<file path="src/design/llc_geom_pkg.sv">
/* LLC geometry package.
   Line address split into set and tag, and the outcome credit depth. */
`default_nettype none

package llc_geom_pkg;

    // Set index bits; the set is the low part of a line address.
    localparam int set_bits = 4;
    localparam int tag_bits = 8;
    localparam int line_addr_bits = set_bits + tag_bits;

    localparam int num_sets = 1 << set_bits;

    // Outcome credits granted by the receiver after reset.
    localparam int credits = 4;
    localparam int credit_cnt_bits = 3;

    typedef logic [line_addr_bits-1:0] line_addr_t;
    typedef logic [set_bits-1:0] llc_set_t;
    typedef logic [tag_bits-1:0] llc_tag_t;

endpackage

`default_nettype wire

</file>
<file path="src/design/llc_msg_pkg.sv">
/* LLC message package.
   Kinds of decoded items and the reset walk state. */
`default_nettype none

package llc_msg_pkg;

    // One kind per inbound channel.
    typedef enum logic [1:0] {
        kind_rst,
        kind_rsp,
        kind_req,
        kind_dma
    } item_kind_t;

    // Reset walk over all sets.
    typedef enum logic {
        walk_idle,
        walk_busy
    } walk_state_t;

endpackage

`default_nettype wire

</file>
<file path="src/design/llc_lookup_if.sv">
/* Lookup path between the input decoder and the tag store. */
`timescale 1ns/1ps
`default_nettype none

interface llc_lookup_if;

    // Registered item from the decoder.
    logic                     valid;
    llc_msg_pkg::item_kind_t  kind;
    llc_geom_pkg::llc_set_t   set;
    llc_geom_pkg::llc_tag_t   tag;
    logic                     take;

    // Flow control and request results from the store.
    logic                     credit_ok;
    logic                     req_done;
    logic                     req_miss;

    modport decoder (
        output valid, kind, set, tag, take,
        input  credit_ok, req_done, req_miss
    );

    modport store (
        input  valid, kind, set, tag, take,
        output credit_ok, req_done, req_miss
    );

endinterface

`default_nettype wire

</file>
<file path="src/design/llc_input_decoder.sv">
/* LLC input decoder.
   Fixed priority pick among the channels, reset walk, request stall and replay. */
`timescale 1ns/1ps
`default_nettype none

module llc_input_decoder (
    input  wire logic                     clk,
    input  wire logic                     rst,
    input  wire logic                     rst_cmd_valid,
    input  wire logic                     rsp_valid,
    input  wire logic                     req_valid,
    input  wire logic                     dma_valid,
    input  wire llc_geom_pkg::line_addr_t rsp_addr,
    input  wire llc_geom_pkg::line_addr_t req_addr,
    input  wire llc_geom_pkg::line_addr_t dma_addr,
    output logic                          rst_cmd_get,
    output logic                          rsp_get,
    output logic                          req_get,
    output logic                          dma_get,
    output logic                          idle,
    llc_lookup_if.decoder                 lk
);

    llc_msg_pkg::walk_state_t walk_state;
    llc_geom_pkg::llc_set_t   walk_set;
    llc_geom_pkg::line_addr_t walk_addr;

    // Request tracking.
    logic                     req_pending;
    logic                     stall;
    logic                     replay;
    logic                     fill_seen;
    llc_geom_pkg::line_addr_t hold_addr;

    logic                     dec_take;
    logic                     replay_take;
    logic                     rsp_hit_hold;
    llc_msg_pkg::item_kind_t  sel_kind;
    llc_geom_pkg::line_addr_t sel_addr;

    assign walk_addr = {llc_geom_pkg::llc_tag_t'(0), walk_set};

    always_comb begin
        rst_cmd_get = 1'b0;
        rsp_get = 1'b0;
        req_get = 1'b0;
        dma_get = 1'b0;
        dec_take = 1'b0;
        replay_take = 1'b0;
        sel_kind = llc_msg_pkg::kind_rst;
        sel_addr = walk_addr;
        if (lk.credit_ok) begin
            if (walk_state == llc_msg_pkg::walk_busy) begin
                dec_take = 1'b1;
            end else if (rsp_valid) begin
                rsp_get = 1'b1;
                dec_take = 1'b1;
                sel_kind = llc_msg_pkg::kind_rsp;
                sel_addr = rsp_addr;
            end else if (replay) begin
                replay_take = 1'b1;
                dec_take = 1'b1;
                sel_kind = llc_msg_pkg::kind_req;
                sel_addr = hold_addr;
            end else if (!stall && !req_pending) begin
                if (req_valid) begin
                    req_get = 1'b1;
                    dec_take = 1'b1;
                    sel_kind = llc_msg_pkg::kind_req;
                    sel_addr = req_addr;
                end else if (dma_valid) begin
                    dma_get = 1'b1;
                    dec_take = 1'b1;
                    sel_kind = llc_msg_pkg::kind_dma;
                    sel_addr = dma_addr;
                end else if (rst_cmd_valid) begin
                    // The command cycle itself decodes set 0.
                    rst_cmd_get = 1'b1;
                    dec_take = 1'b1;
                end
            end
        end
    end

    // A fill for the held address, either before or after the miss is reported.
    assign rsp_hit_hold = rsp_get && (rsp_addr == hold_addr) && (stall || req_pending);

    assign lk.take = dec_take;
    assign idle = !dec_take && (walk_state == llc_msg_pkg::walk_idle) && !stall;

    always_ff @(posedge clk or negedge rst) begin
        if (!rst) begin
            walk_state <= llc_msg_pkg::walk_idle;
            walk_set <= '0;
        end else if (dec_take && sel_kind == llc_msg_pkg::kind_rst) begin
            walk_set <= walk_set + 1'b1;
            if (rst_cmd_get) begin
                walk_state <= llc_msg_pkg::walk_busy;
            end else if (walk_set == llc_geom_pkg::llc_set_t'(llc_geom_pkg::num_sets - 1)) begin
                walk_state <= llc_msg_pkg::walk_idle;
            end
        end
    end

    always_ff @(posedge clk or negedge rst) begin
        if (!rst) begin
            req_pending <= 1'b0;
            stall <= 1'b0;
            replay <= 1'b0;
            fill_seen <= 1'b0;
        end else begin
            if (lk.req_done) begin
                req_pending <= 1'b0;
                fill_seen <= 1'b0;
                if (lk.req_miss) begin
                    if (fill_seen || rsp_hit_hold) begin
                        replay <= 1'b1;
                    end else begin
                        stall <= 1'b1;
                    end
                end
            end else if (rsp_hit_hold) begin
                if (stall) begin
                    stall <= 1'b0;
                    replay <= 1'b1;
                end else begin
                    fill_seen <= 1'b1;
                end
            end
            if (req_get || replay_take) begin
                req_pending <= 1'b1;
                replay <= 1'b0;
            end
        end
    end

    always_ff @(posedge clk) begin
        if (req_get) begin
            hold_addr <= req_addr;
        end
    end

    always_ff @(posedge clk or negedge rst) begin
        if (!rst) begin
            lk.valid <= 1'b0;
        end else begin
            lk.valid <= dec_take;
        end
    end

    // Registered set/tag breakdown.
    always_ff @(posedge clk) begin
        if (dec_take) begin
            lk.kind <= sel_kind;
            lk.set <= sel_addr[llc_geom_pkg::set_bits-1:0];
            lk.tag <= sel_addr[llc_geom_pkg::line_addr_bits-1:llc_geom_pkg::set_bits];
        end
    end

    assert property (@(posedge clk) disable iff (!rst)
        $onehot0({rst_cmd_get, rsp_get, req_get, dma_get}));

    assert property (@(posedge clk) disable iff (!rst) lk.take |-> lk.credit_ok);

endmodule

`default_nettype wire

</file>
<file path="src/design/llc_tag_store.sv">
/* LLC tag store.
   Direct-mapped tags and valid bits, outcome register and credit counter. */
`timescale 1ns/1ps
`default_nettype none

module llc_tag_store (
    input  wire logic                     clk,
    input  wire logic                     rst,
    input  wire logic                     out_credit,
    llc_lookup_if.store                   lk,
    output logic                          out_valid,
    output logic                          out_hit,
    output llc_msg_pkg::item_kind_t       out_kind,
    output llc_geom_pkg::llc_set_t        out_set,
    output llc_geom_pkg::llc_tag_t        out_tag
);

    llc_geom_pkg::llc_tag_t                     tag_mem [llc_geom_pkg::num_sets];
    logic [llc_geom_pkg::num_sets-1:0]          valid_bits;
    logic [llc_geom_pkg::credit_cnt_bits-1:0]   credit_cnt;
    logic                                       hit;

    // Hit sees the array before this item's update.
    assign hit = valid_bits[lk.set] && (tag_mem[lk.set] == lk.tag);

    assign lk.credit_ok = (credit_cnt != '0);

    always_ff @(posedge clk or negedge rst) begin
        if (!rst) begin
            valid_bits <= '0;
        end else if (lk.valid) begin
            if (lk.kind == llc_msg_pkg::kind_rst) begin
                valid_bits[lk.set] <= 1'b0;
            end else if (lk.kind == llc_msg_pkg::kind_rsp) begin
                valid_bits[lk.set] <= 1'b1;
            end
        end
    end

    always_ff @(posedge clk) begin
        if (lk.valid && lk.kind == llc_msg_pkg::kind_rsp) begin
            tag_mem[lk.set] <= lk.tag;
        end
    end

    always_ff @(posedge clk or negedge rst) begin
        if (!rst) begin
            out_valid <= 1'b0;
            lk.req_done <= 1'b0;
        end else begin
            out_valid <= lk.valid;
            lk.req_done <= lk.valid && (lk.kind == llc_msg_pkg::kind_req);
        end
    end

    always_ff @(posedge clk) begin
        if (lk.valid) begin
            out_kind <= lk.kind;
            out_set <= lk.set;
            out_tag <= lk.tag;
            out_hit <= hit;
            lk.req_miss <= !hit;
        end
    end

    // One credit spent per decoded item, one returned per out_credit pulse.
    always_ff @(posedge clk or negedge rst) begin
        if (!rst) begin
            credit_cnt <= llc_geom_pkg::credit_cnt_bits'(llc_geom_pkg::credits);
        end else begin
            case ({lk.take, out_credit})
                2'b10: credit_cnt <= credit_cnt - 1'b1;
                2'b01: credit_cnt <= credit_cnt + 1'b1;
                default: credit_cnt <= credit_cnt;
            endcase
        end
    end

    assert property (@(posedge clk) disable iff (!rst)
        credit_cnt <= llc_geom_pkg::credit_cnt_bits'(llc_geom_pkg::credits));

endmodule

`default_nettype wire

</file>
<file path="src/design/llc_frontend_top.sv">
/* LLC front end.
   Input decoder and tag store joined by the lookup path. */
`timescale 1ns/1ps
`default_nettype none

module llc_frontend_top (
    input  wire logic                     clk,
    input  wire logic                     rst,
    input  wire logic                     rst_cmd_valid,
    input  wire logic                     rsp_valid,
    input  wire llc_geom_pkg::line_addr_t rsp_addr,
    input  wire logic                     req_valid,
    input  wire llc_geom_pkg::line_addr_t req_addr,
    input  wire logic                     dma_valid,
    input  wire llc_geom_pkg::line_addr_t dma_addr,
    input  wire logic                     out_credit,
    output logic                          rst_cmd_get,
    output logic                          rsp_get,
    output logic                          req_get,
    output logic                          dma_get,
    output logic                          out_valid,
    output llc_msg_pkg::item_kind_t       out_kind,
    output llc_geom_pkg::llc_set_t        out_set,
    output llc_geom_pkg::llc_tag_t        out_tag,
    output logic                          out_hit,
    output logic                          idle
);

    llc_lookup_if lk_i ();

    llc_input_decoder llc_input_decoder_i (
        .clk           (clk),
        .rst           (rst),
        .rst_cmd_valid (rst_cmd_valid),
        .rsp_valid     (rsp_valid),
        .req_valid     (req_valid),
        .dma_valid     (dma_valid),
        .rsp_addr      (rsp_addr),
        .req_addr      (req_addr),
        .dma_addr      (dma_addr),
        .rst_cmd_get   (rst_cmd_get),
        .rsp_get       (rsp_get),
        .req_get       (req_get),
        .dma_get       (dma_get),
        .idle          (idle),
        .lk            (lk_i.decoder)
    );

    llc_tag_store llc_tag_store_i (
        .clk        (clk),
        .rst        (rst),
        .out_credit (out_credit),
        .lk         (lk_i.store),
        .out_valid  (out_valid),
        .out_hit    (out_hit),
        .out_kind   (out_kind),
        .out_set    (out_set),
        .out_tag    (out_tag)
    );

endmodule

`default_nettype wire

</file>
<file path="config.mk">
export PLATFORM = sky130hd
export DESIGN_NAME = llc_frontend_top
export DESIGN_NICKNAME = d
export VERILOG_FILES = /design/src/design/llc_geom_pkg.sv /design/src/design/llc_msg_pkg.sv /design/src/design/llc_lookup_if.sv /design/src/design/llc_input_decoder.sv /design/src/design/llc_tag_store.sv /design/src/design/llc_frontend_top.sv
export SDC_FILE = /design/constraint.sdc
export NUM_CORES = 1
export LEC_CHECK = 0
export ABC_AREA = 1
export ABC_CLOCK_PERIOD_IN_PS = 2100
export BUFFER_PORTS_ARGS = -buffer_cell sky130_fd_sc_hd__buf_2
export CAP_MARGIN = 20
export CORE_ASPECT_RATIO = 0.6
export CORE_MARGIN = 5
export CORE_UTILIZATION = 45
export CTS_BUF_LIST = sky130_fd_sc_hd__clkbuf_4 sky130_fd_sc_hd__clkbuf_8 sky130_fd_sc_hd__clkbuf_16
export DETAILED_ROUTE_END_ITERATION = 6
export HOLD_SLACK_MARGIN = 0.06
export PLACE_DENSITY = 0.75
export SKIP_LAST_GASP = 1
export SYNTH_ARGS = -nofsm -noshare
export SYNTH_HDL_FRONTEND = slang
export SYNTH_SLANG_ARGS = --single-unit
export TNS_END_PERCENT = 5
</file>
<file path="constraint.sdc">
create_clock -name clk -period 2.1 [get_ports clk]
set_clock_uncertainty 0.2 [all_clocks]
set_input_delay 0.21 -clock clk [delete_from_list [all_inputs] [get_ports clk]]
set_output_delay 0.21 -clock clk [all_outputs]
set_load 0.01 [all_outputs]
</file>
==> flow_summary_export.csv <==
group,metric,value,unit
synthesis,synth_cells,928,
synthesis,ys_ff_latch,205,
drt,drt_iter0_markers,887,
drt,vias_per_cell,5.349,
setup_path,crit_buf_inv,3,
timing,hold_viol_final,0,
grt,grt_max_degree,46,
timing,period_minus_slack,2.160,ns
floorplan,die_w,195.0,um
setup_path,cp_data_arrival_time,1.75,ns
setup_path,endpoint,"dma_get",
synthesis,synth-async-reset-ratio,0.1512,
power_and_ir_drop,peakVddDrop,0.0006334,V
synthesis,synth_nets,974,
clock_tree,cts_tree,"built",
setup_path,crit_chain,"nor2_4 -> buf_6 -> nand4_1 -> buf_4 -> nor2_4 -> buf_6",
cells_and_area,diodes,0,
grt,track_usage,0.2062,
hold_path,hold_class,"in -> async",
setup_path,required,1.69,ns
clock_tree,cts_made_buffers,19,
drt,met2_length,10570,um
synthesis,avgSynthCellArea,9.958,sq um
clock_tree,clk_latency,0.49,ns
grt,gr-total-overflow,0,
drt,wl_per_cell,18.27,um
grt,grt_pass1_wl,38520,um
floorplan,design.die.area,23600,sq um
cells_and_area,drive_gt1_frac,0.2097,
drt,vias,7430,
timing,worstMarginPinSlew,0.7502,ns
setup_path,path_depth,6,
timing,setup_tns,-0.2246,ns
cells_and_area,final_cell_mix,"nand2_1, edfxtp_1, inv_1",
timing,rsz0062_at_grt,"true",
outcome,violations,"setup timing",
setup_path,reg2reg_setup_slack,-0.04,ns
placement,place_congestion,0.8895,
setup_path,path_class,"reg -> out",
cells_and_area,layout.cells.most_common,"nand2_1",
setup_path,ff2ff_path_depth,13,
grt,grt_pass1_vias,7001,
placement,dp_slack,-0.08436,ns
floorplan,boundaryPins,64,
setup_path,crit_path_max_fanout,3,
setup_path,cpPeakStageDelay,0.41,ns
setup_path,critPathTopFamily,"buffers and inverters",
timing,slew_viol_final,0,
drt,finalWirelength,25380,um
synthesis,synth_edf_count,170,
setup_path,cp-start-kind,"flop",
floorplan,core.rowCount,40,
synthesis,yosys_most_used_dff,"edfxtp_1",
synthesis,syn_area,9241,sq um
clock_tree,clkTransAtPathRegs,0.07,ns
floorplan,start_util,0.4593,
drt,maxUsedRoutingLayer,"met4",
cells_and_area,area_growth,26.27,%
drt,wl_met3,2918,um
synthesis,synth_warnings,0,
power_and_ir_drop,power_density,1434,nW/um^2
run,drv_cap,0,
power_and_ir_drop,leakage,5.033,nW
clock_tree,clk_path_buf_depth,3,
grt,antenna_found_initial,0,
timing,min_period_over_period,1.028,
placement,hpwl,16440,um
timing,relSlewSlack,0.4998,
outcome,status,"finished, violations left",
cells_and_area,final_net_count,1150,
clock_tree,htree_levels,1,
setup_path,crit_path_start,"llc_input_decoder_i.stall$_DFFE_PN0P_",
timing,finalSetupViolCount,9,
drt,first_pass_iters,6,
setup_path,endpoint_kind,"output port",
placement,port_buffers,63,
timing,fmax,463.0,MHz
clock_tree,cts.sinks,205,
drt,antenna_left,0,
floorplan,core_area,20120,sq um
drt,drt-met1-wl,11360,um
setup_path,cpMaxStageDelayCell,"dfrtp_1",
drt,drc_errors,0,
synthesis,synth_cell_types,47,
floorplan,die_y,121.0,um
clock_tree,root_buffer,"clkbuf_16",
setup_path,reg2reg_to,"llc_tag_store_i.lk.req_miss$_DFFE_PP_",
timing,worst_slack,-0.05970,ns
synthesis,yosysSeqAreaShare,0.6451,
-- cells in the mapped netlist, types with 2 or more instances --
library cell,n,area [sq um]
o211ai_1,7,52.55
nand2_2,3,18.77
edfxtp_1,170,5105
o21ai_1,6,30.03
inv_2,4,15.01
nor2_1,64,240.2
o221ai_1,2,17.52
dfxtp_1,4,80.08
o21ai_0,48,240.2
inv_1,110,412.9
buf_4,2,15.01
nand4_1,3,18.77
clkbuf_1,5,18.77
o2111ai_1,2,17.52
dfrtp_1,30,750.7
a21oi_1,8,40.04
buf_6,8,90.09
nand3_1,102,510.5
a22oi_1,2,15.01
o22ai_1,4,25.02
xnor2_1,3,26.28
xor2_1,6,52.55
buf_2,15,75.07
a221oi_1,2,17.52
nand2_1,287,1077
nor2_2,6,37.54
ha_1,2,25.02
nor3_1,4,20.02
-- timing repair --
| item | 4_1_cts | 5_1_grt |
|---|---|---|
| resized for setup | 20 | 39 |
| pin swaps | 6 | 8 |
| setup buffers | 7 | 5 |
| endpoints found under the setup margin | 16 | 57 |
| hold buffers | 35 | 0 |
| cloned | 0 | 3 |
| hold endpoints to repair | 60 | 0 |
-- worst reg2reg max path: cells and delay by family, from the launching register on --
kind	cells	cell delay [ns]
flops	1	0.46
simple gates	10	0.81
buf+inv	2	0.33
compound gates	1	0.10
-- final cells by class --
cell class | count | area, sq um
clock buffers | 20 | 483.0
clock inverters | 13 | 140.1
flip-flops and latches | 205 | 5966
repair buffers | 186 | 1489
fillers | 1627 | 8451
inverters | 115 | 454.2
multi-input cells | 577 | 2795
well taps | 273 | 341.6
-- logic make-up after synthesis --
family / count (synthesis) / synth area share
adder cells (fa/ha/maj): 3 / 0.004874
buffers and inverters: 146 / 0.07013
multiplexers: 2 / 0.002437
XOR/XNOR: 9 / 0.008530
flip-flops: 205 / 0.6451
AND/OR/NAND/NOR: 475 / 0.2132
AO/OA/AOI/OAI: 88 / 0.05565
-- stage by stage --
stage / hold slack (ns) / utilization / power [mW] / instance area, sq um / std cells
after floorplan: -0.2856 / - / 9.894 / 9244 / 928
after CTS: 0.09373 / 0.5664 / 16.01 / 11400 / 1381
final: 0.1383 / 0.5800 / 16.73 / 11670 / 1389
after detailed placement: 0.1002 / 0.5119 / 12.23 / 10300 / 1306
after global routing: 0.1278 / 0.5800 / 17.60 / 11670 / 1389
after global placement: 0.1086 / 0.5119 / 12.06 / 10300 / 1306
-- worst min-delay path by stage --
stage | end | slack (ns)
2_1_floorplan | async pin | -0.29
3_3_place_gp | llc_input_decoder_i.replay$_DFFE_PN0P_ | 0.11
3_5_place_dp | llc_input_decoder_i.replay$_DFFE_PN0P_ | 0.10
4_1_cts | llc_input_decoder_i.lk.set[1]$_DFFE_PP_ | 0.09
5_1_grt | llc_input_decoder_i.lk.set[1]$_DFFE_PP_ | 0.13
6_report | llc_input_decoder_i.replay$_DFFE_PN0P_ | 0.14
-- layer usage --
metal / vias up / GRT usage
met5: - / 0
met1: 3509 / 0.3183
met3: 51 / 0.05050
met4: 0 / 0.04316
li1: 3429 / -
met2: 441 / 0.2959
-- where the power goes --
| part | internal [mW] | leakage [nW] | switching (mW) |
|---|---|---|---|
| combinational | 2.53 | 2.73 | 4.37 |
| sequential | 5.68 | 1.99 | 0.630 |
| clock | 2.04 | 0.313 | 1.48 |
| total | 10.3 | 5.03 | 6.48 |
-- registers in the layout, summed over array words and instances, names as in the netlist, 2 cells and up, named ones only --
register,flops
llc_tag_store_i.out_set,4
llc_tag_store_i.out_tag,8
llc_input_decoder_i.hold_addr,12
llc_input_decoder_i.lk.kind,2
llc_input_decoder_i.walk_set,4
llc_input_decoder_i.lk.tag,8
llc_tag_store_i.tag_mem,128
llc_input_decoder_i.lk.set,4
llc_tag_store_i.out_kind,2
llc_tag_store_i.credit_cnt,3
Power figures use the tool's default switching activity.
